File: src/hw/egr_pkg.sv
// Egress block shared definitions
// Fixed widths, packet tag, transmit beat and Wishbone request types
package egr_pkg;

  // ==========================================================
  // Fixed sizes
  // ==========================================================

  // Transmit ports served by the reader
  localparam int EGR_NUM_PORTS = 4;

  // Segment memory word
  localparam int EGR_DATA_W = 64;

  // Wishbone word address
  localparam int EGR_ADR_W = 24;

  // Tag field widths
  localparam int EGR_PTR_W  = 20;
  localparam int EGR_LEN_W  = 4;
  localparam int EGR_PORT_W = 2;

  // ==========================================================
  // Packet tag
  // ==========================================================

  // One tag describes one packet in segment memory
  // Word k sits at {seg_ptr, k}
  typedef struct packed {
    logic [EGR_PTR_W-1:0]  seg_ptr;
    // Words minus one, 1 to 16 words
    logic [EGR_LEN_W-1:0]  len_m1;
    // Destination transmit port
    logic [EGR_PORT_W-1:0] port;
  } egr_tag_t;

  // ==========================================================
  // Transmit beat
  // ==========================================================

  // Shared by all ports, qualified by the per-port valid
  typedef struct packed {
    logic [EGR_DATA_W-1:0] data;
    // First word of the packet
    logic                  sop;
    // Last word of the packet
    logic                  eop;
  } egr_tx_t;

  // ==========================================================
  // Wishbone classic read request
  // ==========================================================

  // Read only master, so no we or sel lines
  typedef struct packed {
    logic                 cyc;
    logic                 stb;
    logic [EGR_ADR_W-1:0] adr;
  } egr_wb_req_t;

endpackage
File: src/hw/egr_top.sv
// Egress top level
// Two tag queues, round-robin arbiter and segment reader
`timescale 1ns/1ns

module egr_top
  import egr_pkg::*;
#(
  parameter int TAG_FIFO_DEPTH = 4
) (
  input  logic                     egress_clock,
  input  logic                     rst,
  input  logic                     tag_valid0,
  output logic                     tag_ready0,
  input  egr_tag_t                 tag0,
  input  logic                     tag_valid1,
  output logic                     tag_ready1,
  input  egr_tag_t                 tag1,
  output egr_wb_req_t              wb_req,
  input  logic                     wb_ack,
  input  logic [EGR_DATA_W-1:0]    wb_dat,
  output logic [EGR_NUM_PORTS-1:0] tx_valid,
  input  logic [EGR_NUM_PORTS-1:0] tx_ready,
  output egr_tx_t                  tx
);

  // Queue heads, bit i per channel
  logic [1:0] head_valid;
  egr_tag_t   head_tag0;
  egr_tag_t   head_tag1;
  logic [1:0] pop;

  // Arbiter to reader
  logic       rdr_idle;
  logic       start;
  egr_tag_t   start_tag;

  // ==========================================================
  // Tag queues
  // ==========================================================

  egr_tag_fifo #(
    .TAG_FIFO_DEPTH (TAG_FIFO_DEPTH)
  ) u_tag_fifo0 (
    .egress_clock (egress_clock),
    .rst          (rst),
    .in_valid     (tag_valid0),
    .in_ready     (tag_ready0),
    .in_tag       (tag0),
    .head_valid   (head_valid[0]),
    .head_tag     (head_tag0),
    .pop          (pop[0])
  );

  egr_tag_fifo #(
    .TAG_FIFO_DEPTH (TAG_FIFO_DEPTH)
  ) u_tag_fifo1 (
    .egress_clock (egress_clock),
    .rst          (rst),
    .in_valid     (tag_valid1),
    .in_ready     (tag_ready1),
    .in_tag       (tag1),
    .head_valid   (head_valid[1]),
    .head_tag     (head_tag1),
    .pop          (pop[1])
  );

  // ==========================================================
  // Arbiter and reader
  // ==========================================================

  egr_tag_arb u_tag_arb (
    .egress_clock (egress_clock),
    .rst          (rst),
    .head_valid   (head_valid),
    .head_tag0    (head_tag0),
    .head_tag1    (head_tag1),
    .pop          (pop),
    .rdr_idle     (rdr_idle),
    .start        (start),
    .start_tag    (start_tag)
  );

  egr_seg_reader u_seg_reader (
    .egress_clock (egress_clock),
    .rst          (rst),
    .start        (start),
    .start_tag    (start_tag),
    .idle         (rdr_idle),
    .wb_req       (wb_req),
    .wb_ack       (wb_ack),
    .wb_dat       (wb_dat),
    .tx_valid     (tx_valid),
    .tx_ready     (tx_ready),
    .tx           (tx)
  );

endmodule

File: src/hw/egr_seg_reader.sv
// Egress segment reader
// Reads one packet over Wishbone and drives its words to the tagged port
`timescale 1ns/1ns

module egr_seg_reader
  import egr_pkg::*;
(
  input  logic                     egress_clock,
  input  logic                     rst,
  input  logic                     start,
  input  egr_tag_t                 start_tag,
  output logic                     idle,
  output egr_wb_req_t              wb_req,
  input  logic                     wb_ack,
  input  logic [EGR_DATA_W-1:0]    wb_dat,
  output logic [EGR_NUM_PORTS-1:0] tx_valid,
  input  logic [EGR_NUM_PORTS-1:0] tx_ready,
  output egr_tx_t                  tx
);

  // ==========================================================
  // Sequencer states
  // ==========================================================

  // Waiting for a tag
  localparam logic [1:0] ST_IDLE = 2'd0;
  // Wishbone cycle open
  localparam logic [1:0] ST_READ = 2'd1;
  // Beat in the output register
  localparam logic [1:0] ST_HOLD = 2'd2;

  logic [1:0]           state;
  logic [1:0]           state_nxt;
  egr_tag_t             cur_tag;
  logic [EGR_LEN_W-1:0] word_cnt;
  logic                 rd_done;
  logic                 tx_xfer;
  logic                 last_word;

  // Ack only counts while the cycle is open
  assign rd_done   = (state == ST_READ) && wb_ack;
  // Only the addressed port is valid, so any match is the transfer
  assign tx_xfer   = (state == ST_HOLD) && ((tx_valid & tx_ready) != '0);
  assign last_word = (word_cnt == cur_tag.len_m1);

  assign idle = (state == ST_IDLE);

  // ==========================================================
  // Wishbone request
  // ==========================================================

  // cyc and stb follow the read state and drop with the ack edge
  assign wb_req.cyc = (state == ST_READ);
  assign wb_req.stb = (state == ST_READ);
  // Word index in the low bits
  assign wb_req.adr = {cur_tag.seg_ptr, word_cnt};

  // ==========================================================
  // Next state
  // ==========================================================

  always_comb begin
    state_nxt = state;
    case (state)
      ST_IDLE: begin
        if (start) begin
          state_nxt = ST_READ;
        end
      end
      ST_READ: begin
        if (rd_done) begin
          state_nxt = ST_HOLD;
        end
      end
      ST_HOLD: begin
        // Last beat out ends the packet
        if (tx_xfer) begin
          state_nxt = last_word ? ST_IDLE : ST_READ;
        end
      end
      default: state_nxt = ST_IDLE;
    endcase
  end

  // ==========================================================
  // Control registers
  // ==========================================================

  always_ff @(posedge egress_clock) begin
    if (rst) begin
      state    <= ST_IDLE;
      word_cnt <= '0;
      tx_valid <= '0;
    end else begin
      state <= state_nxt;
      // New packet starts at word 0
      if (idle && start) begin
        word_cnt <= '0;
      end else if (tx_xfer && !last_word) begin
        word_cnt <= word_cnt + 1'b1;
      end
      // Valid on the tagged port only
      if (rd_done) begin
        tx_valid               <= '0;
        tx_valid[cur_tag.port] <= 1'b1;
      end else if (tx_xfer) begin
        tx_valid <= '0;
      end
    end
  end

  // ==========================================================
  // Payload registers
  // ==========================================================

  // Tag held for the whole packet
  always_ff @(posedge egress_clock) begin
    if (idle && start) begin
      cur_tag <= start_tag;
    end
  end

  // Beat loaded on ack, held through back-pressure
  always_ff @(posedge egress_clock) begin
    if (rd_done) begin
      tx.data <= wb_dat;
      tx.sop  <= (word_cnt == '0);
      tx.eop  <= last_word;
    end
  end

endmodule

File: src/hw/egr_tag_arb.sv
// Egress tag arbiter
// Round-robin between two queue heads, hands one tag at a time to the reader
`timescale 1ns/1ns

module egr_tag_arb
  import egr_pkg::*;
(
  input  logic       egress_clock,
  input  logic       rst,
  input  logic [1:0] head_valid,
  input  egr_tag_t   head_tag0,
  input  egr_tag_t   head_tag1,
  output logic [1:0] pop,
  input  logic       rdr_idle,
  output logic       start,
  output egr_tag_t   start_tag
);

  // Channel granted last time
  logic     last_grant;
  // Grant issued, reader not yet busy
  logic     pending;
  logic     grant;
  logic     pick;
  egr_tag_t pick_tag;

  // ==========================================================
  // Choice
  // ==========================================================

  // Both valid, so the other channel goes first
  always_comb begin
    if (head_valid == 2'b11) begin
      pick = ~last_grant;
    end else begin
      // Single requester or none
      pick = head_valid[1];
    end
  end

  assign pick_tag = pick ? head_tag1 : head_tag0;
  assign grant    = rdr_idle && !pending && (head_valid != 2'b00);

  // ==========================================================
  // Grant register
  // ==========================================================

  always_ff @(posedge egress_clock) begin
    if (rst) begin
      // Channel 0 preferred after reset
      last_grant <= 1'b1;
      pending    <= 1'b0;
      start      <= 1'b0;
      pop        <= 2'b00;
    end else begin
      start <= grant;
      pop   <= grant ? (2'b01 << pick) : 2'b00;
      if (grant) begin
        last_grant <= pick;
        pending    <= 1'b1;
      end else if (pending && !rdr_idle) begin
        // Reader has taken the tag
        pending <= 1'b0;
      end
    end
  end

  // Granted tag for the reader
  always_ff @(posedge egress_clock) begin
    if (grant) begin
      start_tag <= pick_tag;
    end
  end

endmodule

File: src/hw/egr_tag_fifo.sv
// Egress tag queue for one channel
// Circular buffer with valid/ready push and head/pop read side
`timescale 1ns/1ns

module egr_tag_fifo
  import egr_pkg::*;
#(
  parameter int TAG_FIFO_DEPTH = 4
) (
  input  logic     egress_clock,
  input  logic     rst,
  input  logic     in_valid,
  output logic     in_ready,
  input  egr_tag_t in_tag,
  output logic     head_valid,
  output egr_tag_t head_tag,
  input  logic     pop
);

  // Pointer and count widths
  localparam int PTR_W = (TAG_FIFO_DEPTH > 1) ? $clog2(TAG_FIFO_DEPTH) : 1;
  localparam int CNT_W = $clog2(TAG_FIFO_DEPTH + 1);

  egr_tag_t          mem [TAG_FIFO_DEPTH];
  logic [PTR_W-1:0]  wr_ptr;
  logic [PTR_W-1:0]  rd_ptr;
  logic [CNT_W-1:0]  count;
  logic              push;
  logic              pop_ok;

  // Wrap at depth, which need not be a power of two
  function automatic logic [PTR_W-1:0] ptr_next(input logic [PTR_W-1:0] p);
    if (p == PTR_W'(TAG_FIFO_DEPTH - 1)) begin
      ptr_next = '0;
    end else begin
      ptr_next = p + 1'b1;
    end
  endfunction

  // Ready from occupancy only
  assign in_ready   = (count != CNT_W'(TAG_FIFO_DEPTH));
  assign head_valid = (count != '0);
  assign head_tag   = mem[rd_ptr];

  assign push   = in_valid && in_ready;
  // Pop on an empty queue is ignored
  assign pop_ok = pop && head_valid;

  // Tag storage
  always_ff @(posedge egress_clock) begin
    if (push) begin
      mem[wr_ptr] <= in_tag;
    end
  end

  // Pointers and occupancy
  always_ff @(posedge egress_clock) begin
    if (rst) begin
      wr_ptr <= '0;
      rd_ptr <= '0;
      count  <= '0;
    end else begin
      if (push) begin
        wr_ptr <= ptr_next(wr_ptr);
      end
      if (pop_ok) begin
        rd_ptr <= ptr_next(rd_ptr);
      end
      // Push and pop together leave the count alone
      case ({push, pop_ok})
        2'b10:   count <= count + 1'b1;
        2'b01:   count <= count - 1'b1;
        default: count <= count;
      endcase
    end
  end

endmodule

File: config.mk
export PLATFORM = sky130hd
export DESIGN_NAME = egr_top
export DESIGN_NICKNAME = d
export VERILOG_FILES = /design/src/hw/egr_pkg.sv /design/src/hw/egr_top.sv /design/src/hw/egr_seg_reader.sv /design/src/hw/egr_tag_arb.sv /design/src/hw/egr_tag_fifo.sv
export SDC_FILE = /design/constraint.sdc
export NUM_CORES = 1
export LEC_CHECK = 0
export BUFFER_PORTS_ARGS = -buffer_cell sky130_fd_sc_hd__buf_2
export CAP_MARGIN = 20
export CORE_ASPECT_RATIO = 0.9
export CORE_MARGIN = 4
export CORE_UTILIZATION = 60
export CTS_BUF_LIST = sky130_fd_sc_hd__clkbuf_8 sky130_fd_sc_hd__clkbuf_16
export DETAILED_ROUTE_END_ITERATION = 7
export MAX_ROUTING_LAYER = met4
export PLACE_DENSITY_LB_ADDON = 0.1
export SETUP_SLACK_MARGIN = 0.1
export SLEW_MARGIN = 40
export SYNTH_ARGS = -nofsm -noshare
export SYNTH_HDL_FRONTEND = slang
export SYNTH_HIERARCHICAL = 1
export SYNTH_SLANG_ARGS = --single-unit
File: constraint.sdc
create_clock -name egress_clock -period 5.3 [get_ports egress_clock]
set_input_delay 0.53 -clock egress_clock [delete_from_list [all_inputs] [get_ports egress_clock]]
set_output_delay 0.53 -clock egress_clock [all_outputs]
set_load 0.02 [all_outputs]
==> impl_metrics.env <==
export IMPL_io_buffers=222
export IMPL_synth_top_cell_by_area="edfxtp_1"
export IMPL_clk_latency_ns=0.50
export IMPL_synth_flop_cell="edfxtp_1"
export IMPL_syn_area_per_cell_um2=21.2
export IMPL_clk_pin_slew_ns=0.06
export IMPL_final_nets=995
export IMPL_startpoint_type="register"
export IMPL_hold_end="u_seg_reader/tx[46]"
export IMPL_crit_chain="or3b_1 -> nand2_2 -> ha_1 -> inv_1 -> fa_1 -> xor2_1 -> or3_2 -> a21oi_1"
export IMPL_max_stage_delay_ns=0.47
export IMPL_numCtsBuffers=36
export IMPL_ir_drop_v=0.000400
export IMPL_min_delay_start="wb_dat[44]"
export IMPL_drive_gt1_frac=0.428
export IMPL_status="complete, no violations"
export IMPL_vias=6530
export IMPL_rrSetupSlack_ns=2.75
export IMPL_dp_cells=1107
export IMPL_synth_seq_cells=359
export IMPL_setup_viol=0
export IMPL_final_setup_skew_ns=0.0120
export IMPL_cp_num_buf_inv=1
export IMPL_cp_data_required_time_ns=5.72
export IMPL_fillCellCount=1362
export IMPL_fin_tns_setup_ns=0
export IMPL_grt_max_degree=67
export IMPL_syn_to_final_growth_pct=17.8
export IMPL_rsz0062_at_grt="no"
export IMPL_synthCells=627
export IMPL_power_per_cell_area_mw_per_mm2=431
export IMPL_fin_crit_ns=2.55
export IMPL_grt_pass1_wl_um=38300
export IMPL_reg2regPathDepth=8
export IMPL_synth_nets=768
export IMPL_critPathKind="reg -> reg"
export IMPL_worstMarginPinSlew_ns=0.845
export IMPL_tritoncts="yes"
export IMPL_syn_area_mm2=0.0133
export IMPL_synth_top_area_frac=0.737
export IMPL_clock_sinks=359
export IMPL_ys_async_sr_fraction=0
export IMPL_final_period_utilization=0.482
export IMPL_critPathTopFamily="simple AND/OR/NAND/NOR gates"
export IMPL_post_drt_wl_per_cell_um=21.6
export IMPL_first_pass_iters=4
export IMPL_yosysWarnings=6
export IMPL_final_cells=1174
export IMPL_root_buffer="clkbuf_16"
export IMPL_crit_slowest_cell="or3b_1"
export IMPL_finalMaxSlewViolations=0
export IMPL_gp_congestion=0.740
export IMPL_synth_cell_types=51
export IMPL_rows=51
export IMPL_dpl_hpwl_um=16000
export IMPL_cts_hold_buf=0
export IMPL_post_cts_setup_buffers=0
export IMPL_dieArea_mm2=0.0246
export IMPL_die_h_um=149
export IMPL_htree_levels=2
export IMPL_start_util=0.612
export IMPL_r2r_start="u_tag_fifo1/count[2]"
export IMPL_synth_edff_count=326
export IMPL_ant_nets=0
export IMPL_synthTopCellsByArea="edfxtp_1 (74%), mux4_2 (8.8%), dfxtp_1 (5.0%)"
export IMPL_maxCapViolations=0
export IMPL_timing_fmax_ghz=0.391
export IMPL_p_leak_uw=0.00557
export IMPL_core_area_mm2=0.0217
export IMPL_critPathCaptureType="register"
export IMPL_clock_path_buffers=3
export IMPL_seq_area_frac_synth=0.787
export IMPL_ctsResizeCount=0
export IMPL_hold_class="in -> reg"
export IMPL_die_x_um=165
export IMPL_grt_overflow=0
export IMPL_grt_pass1_vias=7016
export IMPL_post_drt_via_cell_ratio=5.56
export IMPL_hold_viol_final=0
export IMPL_dr_first_iter_drc_count=468
export IMPL_finalWirelength_um=25400
export IMPL_crit_path_max_fanout=7
export IMPL_r2r_end="u_tag_fifo1/count[2]"
export IMPL_cp_arrival_ns=2.97
export IMPL_pin_count=223
export IMPL_track_usage=0.215
export IMPL_route_detailed_drc=0
export IMPL_antenna_found_initial=4
export IMPL_max_slew_margin=0.437
export IMPL_hold_depth=1
==> where the power goes <==
group          switching, uW  internal, uW  leakage, uW  total, uW
Sequential               131          3490      0.00326       3620
Combinational            503           363      0.00176        867
Clock                    946          1300     0.000549       2250
==> layout make-up <==
cell class                      count  area (um^2)  area share
Inverter                           17         63.8     0.00408
Clock inverter                     24          129     0.00824
Timing Repair Buffer              229         1200      0.0769
Clock buffer                       37          926      0.0592
Antenna cell                        6         15.0    0.000960
Sequential cell                   359        10500       0.669
Tap cell                          291          364      0.0233
Multi-Input combinational cell    211         2480       0.158
==> layout by cell type, fill, tap and decap left out, types with 3 or more instances in the layout <==
| cell type | count |
|---|---|
| o21ai_0 | 4 |
| nor2b_1 | 3 |
| inv_1 | 24 |
| mux2_2 | 25 |
| xor2_1 | 4 |
| dfxtp_1 | 31 |
| nor3_1 | 3 |
| buf_4 | 3 |
| buf_2 | 222 |
| ha_1 | 14 |
| clkinv_2 | 3 |
| nand3_1 | 6 |
| xnor2_1 | 4 |
| mux4_2 | 52 |
| diode_2 | 6 |
| nor2_1 | 18 |
| edfxtp_1 | 326 |
| nor3b_1 | 3 |
| or3_2 | 5 |
| clkbuf_16 | 37 |
| o31ai_1 | 3 |
| nand2_1 | 4 |
| and3_2 | 6 |
| nand2b_1 | 5 |
| clkinv_1 | 9 |
| mux2i_1 | 5 |
| or3_1 | 4 |
| a21oi_1 | 8 |
==> metrics by stage <==
step           hold WS [ns]  instance area (um^2)  power [uW]   util  setup slack [ns]
2_1_floorplan         0.400                 13300        4250      -              2.31
3_3_place_gp          0.404                 14500        4460  0.668              2.83
3_5_place_dp          0.405                 14600        4560  0.671              2.83
4_1_cts               0.179                 15600        6820  0.719              2.76
5_1_grt               0.179                 15600        7020  0.720              2.63
6_report              0.204                 15600        6740  0.721              2.75
==> registers in the layout (all words and copies together), names as in the netlist, named ones only <==
register / cells
u_tag_fifo1/mem: 104
u_tag_fifo1/wr_ptr: 2
u_tag_arb/pop: 2
u_seg_reader/cur_tag: 6
u_tag_arb/start_tag: 26
u_tag_arb/last_grant: 1
u_tag_fifo1/count: 3
u_tag_fifo0/rd_ptr: 2
u_tag_fifo0/count: 3
u_tag_fifo0/wr_ptr: 2
u_tag_arb/pending: 1
u_seg_reader/tx_valid: 4
u_seg_reader/wb_req: 20
u_seg_reader/tx: 66
u_seg_reader/word_cnt: 4
u_tag_fifo0/mem: 104
u_tag_arb/start: 1
u_tag_fifo1/rd_ptr: 2
u_seg_reader/state: 2
==> worst max path at each step <==
| stage | startpoint | to | slack (ns) | cells past startpoint |
|---|---|---|---|---|
| detailed placement | u_tag_fifo1/count[2] | u_tag_fifo1/count[2] | 2.83 | 8 |
| CTS | u_tag_fifo1/count[2] | u_tag_fifo1/count[2] | 2.76 | 8 |
| global placement | u_tag_fifo0/count[1] | u_tag_arb/start_tag[13] | 2.83 | 3 |
| finish | u_tag_fifo1/count[2] | u_tag_fifo1/count[2] | 2.75 | 8 |
| floorplan | u_seg_reader/state[1] | u_seg_reader/word_cnt[3] | 2.31 | 3 |
| global route | u_tag_fifo1/count[2] | u_tag_fifo1/count[2] | 2.63 | 8 |
==> routing by layer <==
layer	up-vias	wire, um	global-route usage
met3	54	1930	0.0417
met4	0	741	0.0744
met1	3273	9740	0.265
li1	2951	-	-
met2	252	13000	0.361
met5	-	0	-
==> cell families after synthesis <==
logic type | Yosys count | share of synthesized area
buffers and inverters | 57 | 0.0277
DFF | 359 | 0.787
and+or+nand+nor | 72 | 0.0323
AOI/OAI and AO/OA | 32 | 0.0172
muxes | 83 | 0.114
adders and majority gates | 16 | 0.0162
xor gates and xnor gates | 8 | 0.00528
==> synthesized netlist by cell type (all sizes together) (3+ instances only) <==
master,count
nand2,6
nor2b,3
o21ai,7
a21boi,4
dfxtp,33
buf,37
and3,8
a21oi,8
or3,9
inv,17
xor2,4
mux2,26
clkbuf,3
nand2b,5
o31ai,3
nor3,3
edfxtp,326
nand3,6
nor3b,4
xnor2,4
mux2i,5
nor2,19
mux4,52
ha,14
Power figures use the tool's default switching activity.
